<file path="config.mk">
export PLATFORM = sky130hd
export DESIGN_NAME = vga_timing
export DESIGN_NICKNAME = d
export VERILOG_FILES = /design/src/verilog/spi_vga_pkg.sv /design/src/verilog/vga_timing.sv
export SDC_FILE = /design/constraint.sdc
export NUM_CORES = 1
export LEC_CHECK = 0
export ABC_AREA = 1
export BUFFER_PORTS_ARGS = -buffer_cell sky130_fd_sc_hd__buf_2
export CORE_AREA = 2 2 62 64
export DETAILED_ROUTE_END_ITERATION = 6
export DIE_AREA = 0 0 64 66
export GPL_TIMING_DRIVEN = 0
export PLACE_DENSITY = 0.69
export SLEW_MARGIN = 10
export SYNTH_ARGS = -nofsm -noshare
export SYNTH_HDL_FRONTEND = slang
export SYNTH_SLANG_ARGS = --single-unit
</file>
<file path="constraint.sdc">
create_clock -name clk -period 2.47 [get_ports clk]
set_input_delay 0.3705 -clock clk [delete_from_list [all_inputs] [get_ports clk]]
set_output_delay 0.3705 -clock clk [all_outputs]
set_load 0.05 [all_outputs]
</file>
<file path="src/verilog/spi_vga_pkg.sv">
package spi_vga_pkg;

    // Stored frame, shown at twice the size on a 640x480 screen
    localparam int RES_X      = 320;
    localparam int RES_Y      = 240;
    localparam int RES_DIV    = 2;
    localparam int MEM_DEPTH  = RES_X * RES_Y;
    localparam int ADDR_WIDTH = $clog2(MEM_DEPTH);

    typedef logic [ADDR_WIDTH-1:0] mem_addr_t;
    typedef logic [7:0]            pixel_t;
    typedef logic [3:0]            color_t;

    // 640x480 at 60 Hz, counted in pixel periods and lines
    localparam int H_TOTAL        = 800;
    localparam int V_TOTAL        = 525;
    localparam int H_SYNC_END     = 96;
    localparam int V_SYNC_END     = 2;
    localparam int H_ACTIVE_START = 144;
    localparam int H_ACTIVE_END   = 784;
    localparam int V_ACTIVE_START = 35;
    localparam int V_ACTIVE_END   = 515;

    typedef logic [9:0] h_count_t;
    typedef logic [9:0] v_count_t;

    // System clocks per pixel period
    localparam int PIX_CLK_DIV = 2;

    // Control bytes carry the flag in bit 7
    localparam int     CTRL_BIT   = 7;
    localparam pixel_t CTRL_ALIGN = 8'h80;
    localparam pixel_t CTRL_SWAP  = 8'h81;

endpackage

</file>
<file path="src/verilog/vga_timing.sv">
module vga_timing
    import spi_vga_pkg::*;
(
    input  logic     clk,
    input  logic     rst,
    output logic     h_sync,
    output logic     v_sync,
    output h_count_t pix_x,
    output v_count_t pix_y,
    output logic     active,
    output logic     frame_start
);

    logic [$clog2(PIX_CLK_DIV)-1:0] div_cnt;
    logic                           pix_en;
    h_count_t                       h_count;
    v_count_t                       v_count;
    logic                           h_last;
    logic                           v_last;

    // Pixel enable on the last clk of each pixel period
    assign pix_en = (div_cnt == PIX_CLK_DIV - 1);

    always_ff @(posedge clk or posedge rst) begin
        if (rst) begin
            div_cnt <= '0;
        end else if (pix_en) begin
            div_cnt <= '0;
        end else begin
            div_cnt <= div_cnt + 1'b1;
        end
    end

    assign h_last = (h_count == h_count_t'(H_TOTAL - 1));
    assign v_last = (v_count == v_count_t'(V_TOTAL - 1));

    always_ff @(posedge clk or posedge rst) begin
        if (rst) begin
            h_count <= '0;
            v_count <= '0;
        end else if (pix_en) begin
            if (h_last) begin
                h_count <= '0;
                v_count <= v_last ? '0 : v_count + 1'b1;
            end else begin
                h_count <= h_count + 1'b1;
            end
        end
    end

    // Sync pulses sit at the start of line and frame, active low
    assign h_sync = (h_count >= h_count_t'(H_SYNC_END));
    assign v_sync = (v_count >= v_count_t'(V_SYNC_END));

    assign active = (h_count >= h_count_t'(H_ACTIVE_START)) &&
                    (h_count <  h_count_t'(H_ACTIVE_END)) &&
                    (v_count >= v_count_t'(V_ACTIVE_START)) &&
                    (v_count <  v_count_t'(V_ACTIVE_END));

    // Coordinates from the active origin, zero outside it
    assign pix_x = active ? h_count - h_count_t'(H_ACTIVE_START) : '0;
    assign pix_y = active ? v_count - v_count_t'(V_ACTIVE_START) : '0;

    assign frame_start = pix_en && (h_count == '0) && (v_count == '0);

endmodule
</file>
==> metrics.csv <==
stage;metric;value;unit
run_status;status;finished, final reports clean;
floorplan;die area;4220;µm²
floorplan;IO Pins;26;
worst_setup_path;Arr. time, crit path;2.05;ns
worst_setup_path;critical path startpoint category;register;
sta;Fin Setup TNS;0;ns
cells_and_area;layout cells sized above 1;0.344;
route;antenna viol nets, final;0;
place;Post-DP HPWL;2810;µm
synth;Synth area leaders;dfrtp_1, nand2_1, nor2_2, nor2_1, ha_1;
route;WL per Instance;12.5;µm
power_and_ir_drop;P_int;408;µW
route;DR DRC count;0;
clock_tree;hold buffers post-CTS;0;
worst_setup_path;CP Max Fanout;5;
route;First-pass DRT Iterations;4;
clock_tree;number of H-tree levels;1;
place;Place WS;0.207;ns
synth;distinct cell type count after synthesis;25;
floorplan;Starting Density;0.481;
synth;number of flops mapped to enable cells by yosys;0;
power_and_ir_drop;pwr dens;231;nW/µm²
synth;Post-synth top cells;nand2_1, nor2_1, inv_1;
sta;Tightest Pin Transition;0.848;ns
power_and_ir_drop;Peak VDD IR;0.221;mV
power_and_ir_drop;Static Leakage;0.00116;µW
sta;post-route setup slack;0.0514;ns
sta;Max transition margin;0.434;
flow_run;Max Cap Viol;0;
synth;syn_area_per_cell;6.89;µm²
sta;Fin. Hold Viols;0;
place;IO Port Bufs;25;
synth;Syn. warnings;0;
route;Vias;1650;
power_and_ir_drop;NetSw;122;µW
floorplan;Core Area;3550;µm²
clock_tree;Root Driver;clkbuf_4;
sta;final count of pins violating max slew;0;
cells_and_area;Final #Nets;301;
floorplan;die height;66;µm
grt;first-pass GRT wire length;6180;µm
floorplan;row count;22;
worst_setup_path;Worst setup EP type;output port;
grt;number of global-route vias before repair;1438;
synth;Mapped Area;1710;µm²
clock_tree;Clock transition at path regs;0.13;ns
grt;initial antenna violation count;0;
clock_tree;CTS Sinks;21;
power_and_ir_drop;switching share of power;0.230;
sta;Final setup violation count;0;
synth;Yosys top cell area share;0.307;
synth;share of the yosys chip area belonging to registers;0.307;
synth;syn nets;260;
grt;Total GRT Usage;0.185;
route;Starting DRT DRC Count;78;
sta;Final min period;2.42;ns
power_and_ir_drop;sequential power share;0.649;
power_and_ir_drop;Comb power frac;0.014;
synth;synthesized flop and latch total;21;
place;Placer Congestion;0.860;
clock_tree;Max clock buf depth;2;
synth;Synth Instances;248;
hold_path;Min-Delay Path Class;in2async;
cells_and_area;Area growth, synth to finish;33.9;%
synth;ys async rst share;1.00;
route;Vias per Instance;4.91;
clock_tree;Num CTS Buffers;3;
clock_tree;CTS tree;yes;
cells_and_area;Antenna diodes;0;
power_and_ir_drop;Clk pwr share;0.336;
floorplan;die width;64;µm
worst_setup_path;Critical Path RT;2.10;ns
sta;clk_skew;0.00536;ns
sta;final period utilization;0.979;
grt;largest net degree at the start of global routing;22;
synth;Yosys top cell by area;dfrtp_1;
synth;most numerous cell in the Yosys netlist;nand2_1;
worst_setup_path;critical path class;reg2out;
cells_and_area;Fillers;310;
clock_tree;worst skew pair latency;0.32;ns
synth;prevailing post-synth register cell;dfrtp_1;
route;drt total wl;4190;µm
grt;grt ovf;0;
sta;fmax;413;MHz
cell usage in the layout, fill, tap and decap left out, drive strengths merged:
cell / n
nor2: 60
nand2: 56
buf: 39
inv: 32
nand3: 21
dfrtp: 21
o21ai: 11
a21oi: 10
ha: 10
clkbuf: 8
xor2: 7
nor3: 6
o22ai: 2
xnor2: 2
or2: 1
nor4: 1
o2111ai: 1
path summary, 6_finish.rpt:
kind                            depth (start not counted)  slack [ns]         end       start
worst max-delay path                                   10        0.05    pix_x[1]  h_count[0]
worst min-delay path                                    2        0.20  v_count[6]         rst
worst max register to register                          9        0.83  v_count[2]  v_count[0]
worst min register to register                          1        0.56  h_count[3]  h_count[3]
max in group asynchronous                               2        1.69  v_count[7]         rst
min in group clk                                        1        0.56  h_count[3]  h_count[3]
registers in the layout (all words and copies together) (netlist names):
signal,count
v_count,10
div_cnt,1
h_count,10
critical path, cell delays in order, from the launching register on:
cell and delay (ns):
dfrtp_1 0.44, inv_2 0.12, ha_4 0.15, nand2_4 0.07, nor2_4 0.11, nor2_2 0.05, nor2_4 0.15, nand3_4 0.16
clkbuf_16 0.22, nor2_4 0.11, buf_8 0.15
layer usage:
layer | part of all wire | track usage
met1 | 0.42 | 0.222
met3 | 0.031 | 0.0170
met5 | 0 | 0
met2 | 0.53 | 0.340
met4 | 0.018 | 0.0707
stage by stage:
| stage | hold slack (ns) | cell area [µm²] | util | power, µW | std cells |
|---|---|---|---|---|---|
| finish | 0.203 | 2290 | 0.644 | 529 | 336 |
| global route | 0.273 | 2290 | 0.644 | 544 | 336 |
| CTS | 0.230 | 1990 | 0.561 | 528 | 327 |
| detailed placement | 0.558 | 1900 | 0.535 | 358 | 321 |
| global placement | 0.531 | 1900 | 0.535 | 358 | 321 |
| floorplan | 0.347 | 1720 | - | 355 | 248 |
repair_timing:
item | 4_1_cts | 5_1_grt
gates cloned | 0 | 2
endpoints found under the setup margin | 20 | 20
resized for setup | 20 | 50
buffers inserted | 2 | 7
pin swaps | 0 | 6
power groups by stage:
stage / combinational [µW] / clock (µW) / sequential [µW]
3_3_place_gp: 7.97 / 0 / 350
4_1_cts: 8.11 / 176 / 344
3_5_place_dp: 8.11 / 0 / 350
6_report: 7.66 / 178 / 344
5_1_grt: 9.25 / 190 / 344
2_1_floorplan: 5.14 / 0 / 350
area by class of cell:
| type | count | area, µm² | area share |
|---|---|---|---|
| multi-input combinational | 188 | 1120 | 0.490 |
| sequential | 21 | 532 | 0.232 |
| timing repair buffer | 36 | 345 | 0.151 |
| inverter | 32 | 120 | 0.0525 |
| buffer | 7 | 82.6 | 0.0361 |
| tap | 48 | 60.1 | 0.0262 |
| clock buffer | 4 | 26.3 | 0.0115 |
cells by family (layout without fill, tap and decap cells):
group / count (synthesis) / after routing / synth area share
simple gates: 145 / 145 / 0.387
buf+inv: 39 / 79 / 0.108
compound gates: 24 / 24 / 0.0783
flops: 21 / 21 / 0.307
fa+ha+maj: 10 / 10 / 0.0732
xor+xnor: 9 / 9 / 0.0461
Note: power is estimated with default switching activity, not from simulation.
