===== config.mk =====
export PLATFORM = sky130hd
export DESIGN_NAME = pixel_writer
export DESIGN_NICKNAME = d
export VERILOG_FILES = /design/src/verilog/spi_vga_pkg.sv /design/src/verilog/pixel_writer.sv
export SDC_FILE = /design/constraint.sdc
export NUM_CORES = 1
export LEC_CHECK = 0
export ABC_CLOCK_PERIOD_IN_PS = 2200
export BUFFER_PORTS_ARGS = -buffer_cell sky130_fd_sc_hd__buf_2
export CAP_MARGIN = 5
export CORE_ASPECT_RATIO = 0.7
export CORE_MARGIN = 2
export CORE_UTILIZATION = 45
export DETAILED_ROUTE_END_ITERATION = 16
export GPL_TIMING_DRIVEN = 0
export PLACE_DENSITY = 0.7
export SLEW_MARGIN = 10
export SYNTH_ARGS = -nofsm -noshare
export SYNTH_HDL_FRONTEND = slang
export SYNTH_SLANG_ARGS = --single-unit

===== constraint.sdc =====
create_clock -name clk -period 2.2 [get_ports clk]
set_clock_uncertainty 0.05 [all_clocks]
set_input_delay 0 -clock clk [delete_from_list [all_inputs] [get_ports clk]]
set_output_delay 0 -clock clk [all_outputs]
set_load 0.01 [all_outputs]

===== src/verilog/spi_vga_pkg.sv =====
package spi_vga_pkg;

    // Stored frame, shown at twice the size on a 640x480 screen
    localparam int RES_X      = 320;
    localparam int RES_Y      = 240;
    localparam int RES_DIV    = 2;
    localparam int MEM_DEPTH  = RES_X * RES_Y;
    localparam int ADDR_WIDTH = $clog2(MEM_DEPTH);

    typedef logic [ADDR_WIDTH-1:0] mem_addr_t;
    typedef logic [7:0]            pixel_t;
    typedef logic [3:0]            color_t;

    // 640x480 at 60 Hz, counted in pixel periods and lines
    localparam int H_TOTAL        = 800;
    localparam int V_TOTAL        = 525;
    localparam int H_SYNC_END     = 96;
    localparam int V_SYNC_END     = 2;
    localparam int H_ACTIVE_START = 144;
    localparam int H_ACTIVE_END   = 784;
    localparam int V_ACTIVE_START = 35;
    localparam int V_ACTIVE_END   = 515;

    typedef logic [9:0] h_count_t;
    typedef logic [9:0] v_count_t;

    // System clocks per pixel period
    localparam int PIX_CLK_DIV = 2;

    // Control bytes carry the flag in bit 7
    localparam int     CTRL_BIT   = 7;
    localparam pixel_t CTRL_ALIGN = 8'h80;
    localparam pixel_t CTRL_SWAP  = 8'h81;

endpackage


===== src/verilog/pixel_writer.sv =====
module pixel_writer
    import spi_vga_pkg::*;
(
    input  logic      clk,
    input  logic      rst,
    input  pixel_t    rx_byte,
    input  logic      byte_toggle,
    output logic      wr_en,
    output mem_addr_t wr_addr,
    output pixel_t    wr_data,
    output logic      swap_req
);

    logic [2:0] toggle_sync;
    logic       byte_strobe;
    logic       is_pixel;
    mem_addr_t  addr_cnt;
    mem_addr_t  addr_next;

    // Three flops across from the sclk domain, edge taken on the last two
    always_ff @(posedge clk or posedge rst) begin
        if (rst) begin
            toggle_sync <= '0;
        end else begin
            toggle_sync <= {toggle_sync[1:0], byte_toggle};
        end
    end

    assign byte_strobe = toggle_sync[1] ^ toggle_sync[2];
    assign is_pixel    = ~rx_byte[CTRL_BIT];

    // Wrap at the end of the frame
    assign addr_next = (addr_cnt == mem_addr_t'(MEM_DEPTH - 1)) ? '0 : addr_cnt + 1'b1;

    always_ff @(posedge clk or posedge rst) begin
        if (rst) begin
            addr_cnt <= '0;
            wr_en    <= 1'b0;
            swap_req <= 1'b0;
        end else begin
            wr_en    <= 1'b0;
            swap_req <= 1'b0;
            if (byte_strobe) begin
                if (is_pixel) begin
                    wr_en    <= 1'b1;
                    addr_cnt <= addr_next;
                end else if (rx_byte == CTRL_SWAP) begin
                    swap_req <= 1'b1;
                end else begin
                    // CTRL_ALIGN and any unknown control code
                    addr_cnt <= '0;
                end
            end
        end
    end

    // Pixel goes to the address held before the increment
    always_ff @(posedge clk) begin
        if (byte_strobe && is_pixel) begin
            wr_addr <= addr_cnt;
            wr_data <= rx_byte;
        end
    end

endmodule


==> metrics.txt <==
run status complete, no violations; Cell variety after synth 39; fraction of the mapped netlist area in compound gates 11.47%; synthesized-area fraction occupied by xor and xnor cells less than 1%; clock tree root driver cell sky130_fd_sc_hd__clkbuf_8; worst-skew pair later-pin latency roughly 0.30 ns; area occupied by multi-input gates about 590 um^2; number of sinks handled by clock tree synthesis 47; HPWL Detailed 2.506 mm; number of iterations in the first detailed-routing pass 4; max-cap check violation count 0; I/O Pins 38; kind of end point of the critical path flop; main area contributors after synthesis sky130_fd_sc_hd__edfxtp_1 39%, sky130_fd_sc_hd__dfrtp_1 29%, sky130_fd_sc_hd__o21ai_0 3.4%, sky130_fd_sc_hd__a21o_1 2.8%, sky130_fd_sc_hd__nand2_1 2.2%; share of the clock period used by the worst path after layout between 90% and 100%; TritonCTS clock tree yes; area of the core ~4000 um^2; async set-or-reset flop fraction in the synthesized netlist between 40% and 50%; number of vias after detailed routing approximately 1400; final net count approximately 210; Die ar. between 4000 and 5000 um^2; DRC violations left 0; combinational cell fraction of total power a little under a tenth; Row Count 19; maximum number of pins on one net before global-route repair 23; storage element area around 1300 um^2; flops & latches, synth 47; post-CTS clock slew at the launch and capture registers of the worst setup and hold paths ~0.08 ns; switching fraction of total power between 20 and 25%; horizontal die dimension 81.86 um; cells after synthesis ~150; via count of the first global-routing pass around 1300; number of antenna violations at the first check in global routing 0; Max Fanout on Critical Path 15; net switching power figure 0.3927 mW; Final setup viols 0; Post-DRT Antenna Nets 0; internal power consumption around 1.4 mW; worst hold margin slightly below 0.3 ns; Post-Place Setup Slack -0.02600 ns; Leak 1.025 nW; Syn Area/Cell ~13 um^2; final core utilization between 50% and 60%; top flip-flop cell by instance count after synthesis sky130_fd_sc_hd__edfxtp_1; critical path class reg -> reg; Global Route met2 Usage 26.83%; Ant. Diodes 0; most frequent cell after synthesis sky130_fd_sc_hd__edfxtp_1; global-route track usage on met1 about a quarter; count of pins over their slew limit 0; filler cell count in the final layout approximately 340; kind of launch point of the worst setup path flop; worst IR drop on VDD 376.5 uV; share of cells above drive strength 1 between 20% and 30%; Setup WS post-layout between 0.15 and 0.2 ns; met3 Usage GRT about 5.4%; gpl congestion roughly 0.87; number of endpoints with negative hold slack in the final report 0; Congestion Overflow GR 0; cell area after synthesis 1909 um^2; die outline height 58.50 um; class of the worst hold path in -> reg; Synth Net Count between 150 and 200; starting density of the core a little under half; most used routing layer met2; unrepaired setup endpoints after global routing false; number of buffers between clock root and the deepest sink 2; cell types with the highest counts after synthesis 25 x sky130_fd_sc_hd__edfxtp_1, 22 x sky130_fd_sc_hd__dfrtp_1, 13 x sky130_fd_sc_hd__o21ai_0; total power approximately 1.8 mW; vias per std cell between 5 and 6; violation count after the first detailed-routing iteration 44; Seq/Total Area, Yosys about two thirds; Reg power frac 56.5%; total CTS buffers 5; total track usage 17.98%; yosys warns 0; number of gates given a new drive strength after cts 0; number of levels in the clock H-tree 2; Power Density around 740 nW/um^2; arrival time of data at the critical path endpoint between 2 and 2.5 ns; area delta synth->final 24.57%; area share of the largest cell type after synthesis approximately 40%; data required time of the worst path approximately 2.4 ns; combinational family with the most area after synthesis simple AND/OR/NAND/NOR gates; first-pass GRT wire length 6.313 mm; placed cells ~230; area of placed instances 2165 um^2; non-filler cells, final approximately 250; post-synthesis simple-gate area fraction about 17%; wire length reported by the detailed router 3.900 mm; relative contribution of the clock network to total power between 30% and 40%; achievable frequency 495.8 MHz; count of input and output buffers 37; number of enable-type register cells in the synthesized netlist 25; post-route design area 2379 um^2; remaining max-slew budget at the tightest pin between 40% and 50%; Synth area leader sky130_fd_sc_hd__edfxtp_1; adder-cell share of the synthesized area less than 1%; mux share of post-synthesis cell area less than 1%; Tmin final around 2.0 ns; transition time at the pin with the least slew margin between 0.8 and 0.9 ns; Setup Total Neg Slack 0 ns; buffers inserted by post-CTS timing repair 0; final routed wire length divided by cell count around 15 um
-- worst paths after layout --
path                                 from        endpoint  slack (ns)  cells after the start
setup / recovery           toggle_sync[1]     addr_cnt[9]        0.18                      6
hold / removal                byte_toggle  toggle_sync[0]        0.30                      2
setup reg to reg           toggle_sync[1]     addr_cnt[9]        0.18                      6
hold reg to reg            toggle_sync[0]  toggle_sync[1]        0.33                      0
max in group asynchronous             rst    addr_cnt[12]        1.19                      3
min in group asynchronous             rst           wr_en        0.37                      3
-- placed cells by master, fill, tap and decap left out, types with 7 or more instances in the layout --
master	n
sky130_fd_sc_hd__a21o_1	7
sky130_fd_sc_hd__nor2_1	9
sky130_fd_sc_hd__nand2_1	11
sky130_fd_sc_hd__buf_2	39
sky130_fd_sc_hd__edfxtp_1	25
sky130_fd_sc_hd__dlygate4sd3_1	10
sky130_fd_sc_hd__o21ai_0	13
sky130_fd_sc_hd__dfrtp_1	22
-- repair_timing --
action | in CTS | in global routing
setup endpoints to repair | 4 | 0
hold buffers | 10 | 0
hold endpoints to repair | 32 | 0
-- sequential cells by signal (all words and copies together) (netlist names) --
| name | count |
|---|---|
| wr_en | 1 |
| wr_data | 8 |
| swap_req | 1 |
| addr_cnt | 17 |
| toggle_sync | 3 |
| wr_addr | 17 |
-- per-layer routing --
| metal | part of all wire, % | up-vias | wire length [um] |
|---|---|---|---|
| li1 | - | 657 | - |
| met1 | 46 | 662 | 1798 |
| met2 | 45 | 59 | 1738 |
| met3 | 8.2 | 7 | 319 |
| met4 | 1.2 | 0 | 45 |
| met5 | 0 | - | 0 |
-- layout make-up --
cell class                      count  share of cell area, %
Clock buffer                        5                  2.893
Timing Repair Buffer               47                  11.99
Sequential cell                    47                  54.71
Multi-Input combinational cell     93                  24.83
Buffer                              3                 0.7365
Tap cell                           52                  2.735
Inverter                            3                 0.4734
Clock inverter                      3                  1.631
-- power by group through the flow --
stage	clock network, mW	registers [mW]	logic (mW)
2_1_floorplan	0	1.03	0.0679
3_3_place_gp	0	1.01	0.140
3_5_place_dp	0	1.01	0.145
4_1_cts	0.621	0.995	0.163
5_1_grt	0.660	1.00	0.180
6_report	0.606	0.994	0.160
-- critical path, cell delays in order, from the launching register on --
cell and delay [ns]:
sky130_fd_sc_hd__dfrtp_1 0.39, sky130_fd_sc_hd__xnor2_1 0.27, sky130_fd_sc_hd__nor2_4 0.45, sky130_fd_sc_hd__o21ai_1 0.17
sky130_fd_sc_hd__buf_4 0.21, sky130_fd_sc_hd__or3_1 0.34, sky130_fd_sc_hd__o21ai_1 0.07
-- cell families after synthesis --
logic type,Yosys count
AOI/OAI and AO/OA,35
xor gates and xnor gates,1
adders and majority gates,1
buffers and inverters,6
DFF,47
muxes,1
and+or+nand+nor,54
No activity file was read; power rests on OpenSTA's default activity.
